`config.mk`:
```
export PLATFORM = sky130hd
export DESIGN_NAME = cpuCtrl
export DESIGN_NICKNAME = d
export VERILOG_FILES = /design/src/verilog/cpuCtrlPkg.sv /design/src/verilog/controlDecode.sv /design/src/verilog/cpuCtrl.sv /design/src/verilog/interruptControl.sv /design/src/verilog/predecode.sv /design/src/verilog/timingSequencer.sv
export VERILOG_INCLUDE_DIRS = /design/src /design/src/verilog
export SDC_FILE = /design/constraint.sdc
export NUM_CORES = 1
export LEC_CHECK = 0
export ABC_AREA = 1
export ABC_CLOCK_PERIOD_IN_PS = 2700
export BUFFER_PORTS_ARGS = -buffer_cell sky130_fd_sc_hd__buf_4
export CORE_MARGIN = 10
export CORE_UTILIZATION = 56
export DETAILED_ROUTE_END_ITERATION = 6
export PLACE_DENSITY = 0.9
export SLEW_MARGIN = 20
export SYNTH_ARGS = -nofsm -noshare
export SYNTH_HDL_FRONTEND = slang
export SYNTH_SLANG_ARGS = --single-unit
```
`constraint.sdc`:
```
create_clock -name phi1 -period 2.7 [get_ports phi1]
set_input_delay 0.135 -clock phi1 [delete_from_list [all_inputs] [get_ports phi1]]
set_output_delay 0.135 -clock phi1 [all_outputs]
set_load 0.02 [all_outputs]
```
`src/verilog/cpuCtrl_consts.svh`:
```
// Shared codes only. The vector codes select FFFA, FFFC and FFFE and are not addresses themselves.
`ifndef CPUCTRL_CONSTS_SVH
`define CPUCTRL_CONSTS_SVH

`define OP_BRK 8'h00 // software break, also forced in for a taken interrupt.

// interrupt kind carried by activeInt and intKind.
`define INT_NONE 2'd0
`define INT_IRQ 2'd1
`define INT_NMI 2'd2
`define INT_RES 2'd3

// vecSel codes, 0 means no vector fetch.
`define VEC_NONE 2'd0
`define VEC_NMI 2'd1 // FFFA.
`define VEC_RES 2'd2 // FFFC.
`define VEC_IRQ 2'd3 // FFFE, shared with software BRK.

// T-state numbers. T1 is always the opcode fetch.
`define T1 3'd1
`define T2 3'd2
`define T3 3'd3
`define T4 3'd4
`define T5 3'd5
`define T6 3'd6
`define T7 3'd7

`define LEN_BRK 3'd7 // BRK and every interrupt sequence.
`endif

```
`src/verilog/cpuCtrlPkg.sv`:
```
// Opcode view only. The aaa/bbb/cc split follows the usual 6502 grouping and carries no legality check.
`default_nettype none

package cpuCtrlPkg;

    // One opcode byte, read either as the raw value or split into its decode fields.
    // The raw view is used for loading and for the BRK compare.
    // The field view drives the length rule and the store decode.
    typedef union packed {
        logic [7:0] raw; // the byte as fetched.
        struct packed {
            logic [2:0] aaa; // operation within the group.
            logic [2:0] bbb; // addressing mode.
            logic [1:0] cc; // instruction group.
        } fields;
    } opcodeU;

endpackage

`default_nettype wire

```
`src/verilog/controlDecode.sv`:
```
// Pure decode of the current state. Strobes repeat unchanged while the sequencer stalls.
`default_nettype none

`include "cpuCtrl_consts.svh"

module controlDecode (
    input  logic [2:0]         tState,
    input  cpuCtrlPkg::opcodeU opcode,
    input  logic [1:0]         intKind,
    input  logic               lastCycle,
    output logic               sync,
    output logic               rw,
    output logic [1:0]         vecSel
);

    logic isBrk;
    logic isStore;
    logic pushCycle;
    logic vecCycle;
    logic storeWrite;
    logic brkWrite;

    assign isBrk = (opcode.raw == `OP_BRK);

    // stores are aaa 100 in zero page or absolute form.
    assign isStore = (opcode.fields.aaa == 3'b100) &&
                     ((opcode.fields.bbb == 3'b001) || (opcode.fields.bbb == 3'b011));

    assign pushCycle = (tState == `T3) || (tState == `T4) || (tState == `T5);
    assign vecCycle = (tState == `T6) || (tState == `T7);

    assign sync = (tState == `T1);

    assign storeWrite = isStore && lastCycle; // the data goes out in the final cycle.

    // A reset sequence runs the same cycles but with the stack pushes turned into reads.
    assign brkWrite = isBrk && pushCycle && (intKind != `INT_RES);

    assign rw = ~(storeWrite | brkWrite);

    always_comb begin
        vecSel = `VEC_NONE;
        if (isBrk && vecCycle) begin
            case (intKind)
                `INT_NMI: vecSel = `VEC_NMI;
                `INT_RES: vecSel = `VEC_RES;
                default: vecSel = `VEC_IRQ; // software BRK shares the IRQ vector.
            endcase
        end
    end

endmodule

`default_nettype wire

```
`src/verilog/cpuCtrl.sv`:
```
// All state moves on rising phi1. phi2 high resets everything, and the I flag comes from outside.
`default_nettype none

module cpuCtrl (
    input  logic               phi1,
    input  logic               phi2,
    input  logic [7:0]         dataBus,
    input  logic               RDY,
    input  logic               NMI_L,
    input  logic               IRQ_L,
    input  logic               RES_L,
    input  logic               iFlag,
    output logic               sync,
    output logic               rw,
    output logic [1:0]         vecSel,
    output logic [2:0]         tState,
    output cpuCtrlPkg::opcodeU opcode
);

    logic [1:0] activeInt;
    logic [1:0] intKind;
    logic fetchEnd;
    logic intDone;
    logic lastCycle;

    predecode u_predecode (.phi1(phi1), .phi2(phi2), .dataBus(dataBus), .fetchEnd(fetchEnd),
        .activeInt(activeInt), .opcode(opcode));

    interruptControl u_interruptControl (.phi1(phi1), .phi2(phi2), .NMI_L(NMI_L),
        .IRQ_L(IRQ_L), .RES_L(RES_L), .iFlag(iFlag), .intDone(intDone), .activeInt(activeInt));

    timingSequencer u_timingSequencer (.phi1(phi1), .phi2(phi2), .RDY(RDY), .opcode(opcode),
        .activeInt(activeInt), .rw(rw), .tState(tState), .intKind(intKind),
        .fetchEnd(fetchEnd), .intDone(intDone), .lastCycle(lastCycle));

    controlDecode u_controlDecode (.tState(tState), .opcode(opcode), .intKind(intKind),
        .lastCycle(lastCycle), .sync(sync), .rw(rw), .vecSel(vecSel));

endmodule

`default_nettype wire

```
`src/verilog/interruptControl.sv`:
```
// Lines are active low and idle high. A second NMI edge during NMI handling is merged with the first.
`default_nettype none

`include "cpuCtrl_consts.svh"

module interruptControl (
    input  logic       phi1,
    input  logic       phi2,
    input  logic       NMI_L,
    input  logic       IRQ_L,
    input  logic       RES_L,
    input  logic       iFlag,
    input  logic       intDone,
    output logic [1:0] activeInt
);

    logic nmiSync1;
    logic nmiSync2;
    logic nmiPrev;
    logic irqSync1;
    logic irqSync2;
    logic resSync1;
    logic resSync2;
    logic nmiLatch;
    logic nmiFall;
    logic pendNmi;
    logic pendIrq;
    logic pendRes;

    // two-flop synchronizers, reset to the idle level.
    always_ff @(posedge phi1 or posedge phi2) begin
        if (phi2) begin
            nmiSync1 <= 1'b1;
            nmiSync2 <= 1'b1;
            nmiPrev <= 1'b1;
            irqSync1 <= 1'b1;
            irqSync2 <= 1'b1;
            resSync1 <= 1'b1;
            resSync2 <= 1'b1;
        end else begin
            nmiSync1 <= NMI_L;
            nmiSync2 <= nmiSync1;
            nmiPrev <= nmiSync2; // one cycle older copy for the edge detect.
            irqSync1 <= IRQ_L;
            irqSync2 <= irqSync1;
            resSync1 <= RES_L;
            resSync2 <= resSync1;
        end
    end

    assign nmiFall = nmiPrev & ~nmiSync2; // high for one cycle per falling edge.

    // NMI stays pending after the line goes back high.
    always_ff @(posedge phi1 or posedge phi2) begin
        if (phi2) begin
            nmiLatch <= 1'b0;
        end else if (nmiFall) begin
            nmiLatch <= 1'b1; // a fresh edge beats a clear in the same cycle.
        end else if (intDone && (activeInt == `INT_NMI)) begin
            nmiLatch <= 1'b0;
        end
    end

    assign pendRes = ~resSync2;
    assign pendNmi = nmiLatch | nmiFall; // the edge counts in the cycle it is seen.
    assign pendIrq = ~irqSync2 & ~iFlag; // IRQ is masked by the I flag.

    // The priority register picks only when idle, so a request is held until its sequence ends.
    always_ff @(posedge phi1 or posedge phi2) begin
        if (phi2) begin
            activeInt <= `INT_NONE;
        end else if (intDone) begin
            activeInt <= `INT_NONE;
        end else if (activeInt == `INT_NONE) begin
            if (pendRes) begin
                activeInt <= `INT_RES;
            end else if (pendNmi) begin
                activeInt <= `INT_NMI;
            end else if (pendIrq) begin
                activeInt <= `INT_IRQ;
            end
        end
    end

endmodule

`default_nettype wire

```
`src/verilog/predecode.sv`:
```
// Loads only when the sequencer flags a fetch end. A pending interrupt always wins over the bus byte.
`default_nettype none

`include "cpuCtrl_consts.svh"

module predecode (
    input  logic               phi1,
    input  logic               phi2,
    input  logic [7:0]         dataBus,
    input  logic               fetchEnd,
    input  logic [1:0]         activeInt,
    output cpuCtrlPkg::opcodeU opcode
);

    logic takeInt;
    logic [7:0] nextOp;

    assign takeInt = (activeInt != `INT_NONE); // an interrupt is waiting at this fetch.

    // Substitute BRK so the interrupt runs through the normal break sequence.
    always_comb begin
        if (takeInt) begin
            nextOp = `OP_BRK;
        end else begin
            nextOp = dataBus;
        end
    end

    // instruction register, it holds through the whole instruction.
    always_ff @(posedge phi1 or posedge phi2) begin
        if (phi2) begin
            opcode.raw <= `OP_BRK;
        end else if (fetchEnd) begin
            opcode.raw <= nextOp; // loads on the edge that ends T1.
        end
    end

endmodule

`default_nettype wire

```
`src/verilog/timingSequencer.sv`:
```
// Lengths are base counts only, with no index or page-crossing cycles. Opcodes with cc 11 use the cc 00/10 rule.
`default_nettype none

`include "cpuCtrl_consts.svh"

module timingSequencer (
    input  logic               phi1,
    input  logic               phi2,
    input  logic               RDY,
    input  cpuCtrlPkg::opcodeU opcode,
    input  logic [1:0]         activeInt,
    input  logic               rw,
    output logic [2:0]         tState,
    output logic [1:0]         intKind,
    output logic               fetchEnd,
    output logic               intDone,
    output logic               lastCycle
);

    logic [2:0] instLen;
    logic advance;

    // Instruction length equals the number of its final T-state.
    always_comb begin
        if (opcode.raw == `OP_BRK) begin
            instLen = `LEN_BRK;
        end else if (opcode.fields.cc == 2'b01) begin
            case (opcode.fields.bbb)
                3'b010: instLen = `T2; // immediate.
                3'b001: instLen = `T3; // zero page.
                default: instLen = `T4;
            endcase
        end else begin
            case (opcode.fields.bbb)
                3'b010: instLen = `T2; // implied or accumulator.
                3'b000: begin
                    // The upper half of the opcode map takes an immediate operand here.
                    if (opcode.fields.aaa[2]) begin
                        instLen = `T2;
                    end else begin
                        instLen = `T4;
                    end
                end
                3'b001: instLen = `T3;
                default: instLen = `T4;
            endcase
        end
    end

    // T1 is never final since every length is at least two.
    assign lastCycle = (tState == instLen);

    assign advance = RDY | ~rw; // write cycles ignore RDY.

    assign fetchEnd = (tState == `T1) && advance;

    // Only a BRK sequence reaches T7.
    assign intDone = (tState == `T7) && (intKind != `INT_NONE) && advance;

    always_ff @(posedge phi1 or posedge phi2) begin
        if (phi2) begin
            tState <= `T1;
        end else if (advance) begin
            if (lastCycle) begin
                tState <= `T1;
            end else begin
                tState <= 3'(tState + 3'd1);
            end
        end
    end

    // The kind comes from the same edge that loads the opcode, so a software BRK stays none.
    always_ff @(posedge phi1 or posedge phi2) begin
        if (phi2) begin
            intKind <= `INT_NONE;
        end else if (fetchEnd) begin
            intKind <= activeInt;
        end
    end

endmodule

`default_nettype wire
```
# ---- Word-level counts from Yosys, hierarchy flattened
# Cells that the tools add are included.
dict set report classes {
  add_sub_neg 1
  n_eq_ne 17
  muxes 16
  bitwise 9
  reduce_logical 21
}
# op n
set op_table {}
lappend op_table {{$eq A3 B3 Y1 const B} 5}
lappend op_table {{$mux W2} 6}
lappend op_table {{$mux W3} 4}
lappend op_table {{$eq A3 B2 Y1 const B} 3}
lappend op_table {{$logic_and A1 B1 Y1} 9}
lappend op_table {{$pmux W3 S3} 1}
lappend op_table {{$logic_not A8 Y1} 1}
lappend op_table {{$mux W8} 1}
lappend op_table {{$reduce_bool A2 Y1} 4}
lappend op_table {{$eq A2 B2 Y1 const B} 3}
lappend op_table {{$eq A3 B1 Y1 const B} 2}
lappend op_table {{$pmux W3 S2} 1}
lappend op_table {{$logic_or A1 B1 Y1} 4}
lappend op_table {{$ne A4 B3 Y1 const B} 1}
lappend op_table {{$not A1 Y1} 4}
lappend op_table {{$pmux W2 S2} 1}
lappend op_table {{$add A3 B1 Y3 const B} 1}
lappend op_table {{$eq A3 B3 Y1} 1}
lappend op_table {{$logic_not A3 Y1} 1}
lappend op_table {{$or A1 B1 Y1} 3}
lappend op_table {{$and A1 B1 Y1} 2}
lappend op_table {{$eq A2 B1 Y1 const B} 1}
lappend op_table {{$logic_not A2 Y1} 1}
lappend op_table {{$mux W1} 2}
lappend op_table {{2 further kinds} 2}
dict set report word_totals {
  reg_bits 23
  inputBits 15
  output_inout_bits 15
  elab_cells 76
}

# ---- Depth between registers and ports, before layout
dict set report logic_depth {
  ltp_word 12
  ltp_mapped 11
}

# ---- By module
# A second synthesis with hierarchy kept.
dict set report hier_totals {
  cells_unflattened 179
  area_unflattened_um2 1327.5
}
# mod n_inst cells_per_inst area_each_um2
set by_module_without_submodules {}
lappend by_module_without_submodules {timingSequencer 1 68 431.7}
lappend by_module_without_submodules {predecode 1 52 400.4}
lappend by_module_without_submodules {interruptControl 1 34 387.9}
lappend by_module_without_submodules {controlDecode 1 25 107.6}

# ---- Worst setup path before layout
# No wires, ideal clock.
dict set report synth_path {
  path_kind {register to register}
  from {register u_timingSequencer.tState[0]}
  to {register u_predecode.opcode[2] (netlist bit)}
  setup_ns 0.118
  arrival_time_ns 1.615
  required_ns 2.582
  path_slack_ns 0.967
  stages_incl_launch_ff 8
  path_buffers 1
  synth_period_minus_slack_ns 1.733
  path_cell_list {dfstp_2 > inv_1 > ha_1 > o311ai_2 > nand3_4 > buf_8 > nand3_1 > nand2_1}
}
dict set report synth_via {
  elab_chain_len 8
  word_cells_on_any_way 13
  classes_between {5 x eq/ne; 2 x bitwise; 6 x reduce/logical}
}
# element line
set synth_lines {}
lappend synth_lines {{from (decl)} timingSequencer.sv:13} ;# output logic [2:0] tState,
lappend synth_lines {{from (signal assigned)} timingSequencer.sv:62} ;# tState <= `T1;
lappend synth_lines {{from (signal assigned)} timingSequencer.sv:65} ;# tState <= `T1;
lappend synth_lines {{from (signal assigned)} timingSequencer.sv:67} ;# tState <= 3'(tState + 3'd1);
lappend synth_lines {{$eq A3 B2 Y1 (no line) / $eq A3 B3 Y1 (equally long branches)} n/a}
lappend synth_lines {{$logic_or A1 B1 Y1 (2 in a row)} controlDecode.sv:29} ;# assign pushCycle = (tState == `T3) || (tState == `T4) || (tState == `T5);
lappend synth_lines {{$logic_and A1 B1 Y1 (2 in a row)} controlDecode.sv:37} ;# assign brkWrite = isBrk && pushCycle && (intKind != `INT_RES);
lappend synth_lines {{$or A1 B1 Y1} controlDecode.sv:39} ;# assign rw = ~(storeWrite | brkWrite);
lappend synth_lines {{$or A1 B1 Y1} timingSequencer.sv:53} ;# assign advance = RDY | ~rw;
lappend synth_lines {{$logic_and A1 B1 Y1 (*)} timingSequencer.sv:55} ;# assign fetchEnd = (tState == `T1) && advance;
lappend synth_lines {{to (decl)} predecode.sv:12} ;# output cpuCtrlPkg::opcodeU opcode
# Every way passes the cells marked *; elsewhere a longest branch is shown, timed or not.
# A chain may end at the register's enable or synchronous reset.

# ---- Worst setup path after layout
dict set report layout_path {
  from {register u_timingSequencer.tState[0]}
  to {output port rw}
}
dict set report layout_via {
  elab_chain_len 7
  word_cells_on_any_way 11
  classes_between {4 x eq/ne; 2 x bitwise; 5 x reduce/logical}
}
# element line
set layout_lines {}
lappend layout_lines {{$eq A3 B2 Y1 (no line) / $eq A3 B3 Y1 (equally long branches)} n/a}
lappend layout_lines {{$logic_or A1 B1 Y1 (2 in a row)} controlDecode.sv:29}
lappend layout_lines {{$logic_and A1 B1 Y1 (2 in a row)} controlDecode.sv:37}
lappend layout_lines {{$or A1 B1 Y1 (*)} controlDecode.sv:39}
lappend layout_lines {{$not A1 Y1 (*)} controlDecode.sv:39}
lappend layout_lines {{to (decl)} cpuCtrl.sv:14} ;# output logic rw,
# Marked as above.

==> results.cfg <==
[grt]
track_usage_pct = 13.0
grt_pass1_wl_um = 4750
grt_max_degree = 24
gr-total-overflow = 0
antenna_found_initial = 0
grt_pass1_vias = 1098

[cells_and_area]
fin_nets = 208
post-route-util_pct = 75.4
multi_input_area_um2 = 526
antenna_cells_inserted = 0
areaGrowthSynthToFinish_pct = 23.5
drive_gt1_share_pct = 28.7
final_area_um2 = 1530
n_fill_cell = 155
regArea_um2 = 586

[flow_run]
max_cap_violations = 0

[setup_path]
required_ns = 2.57
crit_start = u_timingSequencer.tState[0]
slowest_stage = dfstp_2
worstReg2RegStart = u_timingSequencer.tState[0]
cp_max_fo = 6
worstSetupEndpointType = output pin
reg2reg_slack_ns = 0.78
crit_path_start_kind = register
r2r_end = u_predecode.opcode[4]
cp-endpoint = rw
worstSetupPathType = reg -> out
cpPeakStageDelay_ns = 0.60
cp.arrival_ns = 1.83
crit_chain = inv_1 -> ha_1 -> o311ai_2 -> and2_1 -> buf_4
worstRegToRegCells = 7

[drt]
wire_per_inst_um = 13.2
wl_um = 2830
avgViaCountPerCell = 4.99
dr.pass1.iters = 4
vias = 1073
drc = 0
ant_nets = 0
drt_iter0_markers = 62

[sta]
setup_viol = 0
fin_setup_tns_ns = 0
drv_slew = 0
final_hold_viol_count = 7
whs_ns = -0.00880
tightest_slew_ns = 0.837
finalCriticalPeriod_ns = 1.96
fin_skew_ns = 0.00667
slew_headroom_pct = 44.1
setup_ws_ns = 0.738
rsz0062_at_grt = false
min_period_over_period_pct = 72.7
fmax_mhz = 510

[clock_tree]
post_cts_resized = 0
clk_path_buf_depth = 2
htreeDepth = 1
cts_buffers = 3
clkTransAtPathRegs_ns = 0.12
clock_latency_ns = 0.30
ctsRootBufferMaster = clkbuf_4
cts.sinks = 23
cts_tree = built

[floorplan]
dieWidth_um = 67.0
dieArea_um2 = 4480
initial_core_util_pct = 61.1
dieHeight_um = 67.0
rows = 16
top_level_ports = 30
core_um2 = 2020

[synthesis]
syn_nets = 173
ys.warnings.count = 0
ys_ff_latch = 23
syn-mean-instance-area_um2 = 8.02
yosysUniqueCellTypes = 25
yosysSeqAreaShare_pct = 47.4
syn_area_um2 = 1230
syn_inst = 154

[pwr]
power_density_nw_per_um2 = 928
ir_drop_mv = 0.573
leakage_nw = 0.849

[run_status]
violations = hold timing
outcome = complete, but fails checks

[placed_design]
place.gp.congestion = 0.752
dpl.hpwl_um = 2250
port_buffers = 29
placed_area_um2 = 1470
pre_cts_ws_ns = 0.797

[min_path]
hold_class = in -> async
[critical path, delay by kind of cell (launching register included)]
kind | cells | cell delay, ns
and+or+nand+nor | 1 | 0.18
buffers and inverters | 2 | 0.23
adders and majority gates | 1 | 0.21
AOI/OAI and AO/OA | 1 | 0.32
DFF | 1 | 0.60
[layout make-up]
| class | instances | share of cell area [%] |
|---|---|---|
| Sequential cell | 23 | 38.4 |
| Multi-Input combinational cell | 102 | 34.5 |
| Timing Repair Buffer | 33 | 16.7 |
| Inverter | 26 | 6.40 |
| Tap cell | 27 | 2.21 |
| Clock buffer | 3 | 1.48 |
| Clock inverter | 1 | 0.328 |
[Yosys cell counts (all sizes together)]
cell type	n	area [µm²]
dfrtp	15	375
nand2	42	168
o21ai	6	33.8
nor2	22	87.6
and2	1	6.26
nand3	18	108
nand4	2	18.8
or2	1	6.26
a21oi	3	15.0
inv	26	97.6
ha	4	50.1
o311ai	2	25.0
o21a	1	7.51
buf	3	26.3
dfstp	8	210
[flip-flops by register name (all words and copies together) (netlist names), 2 cells and up]
register,flops
u_predecode.opcode,8
u_timingSequencer.tState,3
u_interruptControl.activeInt,2
u_timingSequencer.intKind,2
[where the power goes]
part	total [mW]	switching, mW	internal, mW
logic	0.767	0.480	0.288
clock network	0.150	0.0947	0.0551
registers	0.498	0.0796	0.419
[through the flow]
stage,power [mW],cells
finish,1.42,215
detailed placement,1.27,208
CTS,1.42,215
floorplan,1.04,154
global route,1.52,215
global placement,1.22,208
[cell usage in the layout, fill, tap and decap left out]
cell / n
a21oi_1: 3
and2_1: 1
buf_4: 30
clkbuf_4: 3
clkinv_2: 1
dfrtp_1: 15
dfstp_2: 8
dlygate4sd3_1: 3
ha_1: 4
inv_1: 26
nand2_1: 38
nand2_2: 4
nand3_1: 16
nand3_2: 1
nand3_4: 1
nand4_1: 1
nand4_2: 1
nor2_1: 20
nor2_2: 2
o21a_1: 1
o21ai_0: 4
o21ai_1: 1
o21ai_2: 1
o311ai_0: 1
o311ai_2: 1
or2_2: 1
[layer usage]
layer  vias to the layer above  part of all wire [%]  track usage (%)
met5                         -                     0                0
met4                         0                     0             1.54
met3                         0                   7.8             4.18
met2                        30                    53             24.8
met1                       498                    40             13.8
li1                        545                     -                -
[how the worst min path moves through the flow]
stage          slack [ns]                              end  depth (start not counted)  start
2_1_floorplan        0.13  u_interruptControl.activeInt[0]                          1   phi2
3_3_place_gp         0.24      u_interruptControl.resSync1                          1  RES_L
3_5_place_dp         0.24      u_interruptControl.resSync1                          1  RES_L
4_1_cts             0.003  u_interruptControl.activeInt[1]                          2   phi2
5_1_grt              0.05     u_timingSequencer.intKind[1]                          2   phi2
6_report           -0.009            u_predecode.opcode[5]                          2   phi2
[cells by family (layout without fill, tap and decap cells)]
family | Yosys count | after routing | synth area share, %
AOI/OAI and AO/OA | 12 | 12 | 6.59
buffers and inverters | 29 | 63 | 10.0
and+or+nand+nor | 86 | 86 | 31.9
adders and majority gates | 4 | 4 | 4.05
DFF | 23 | 23 | 47.4
[repair_timing]
item                                    in CTS  in global routing
setup buffers                                0                  0
endpoints found under the setup margin       0                  0
hold endpoints to repair                     3                  0
hold buffers                                 3                  0
No activity file was read; power rests on OpenSTA's default activity.
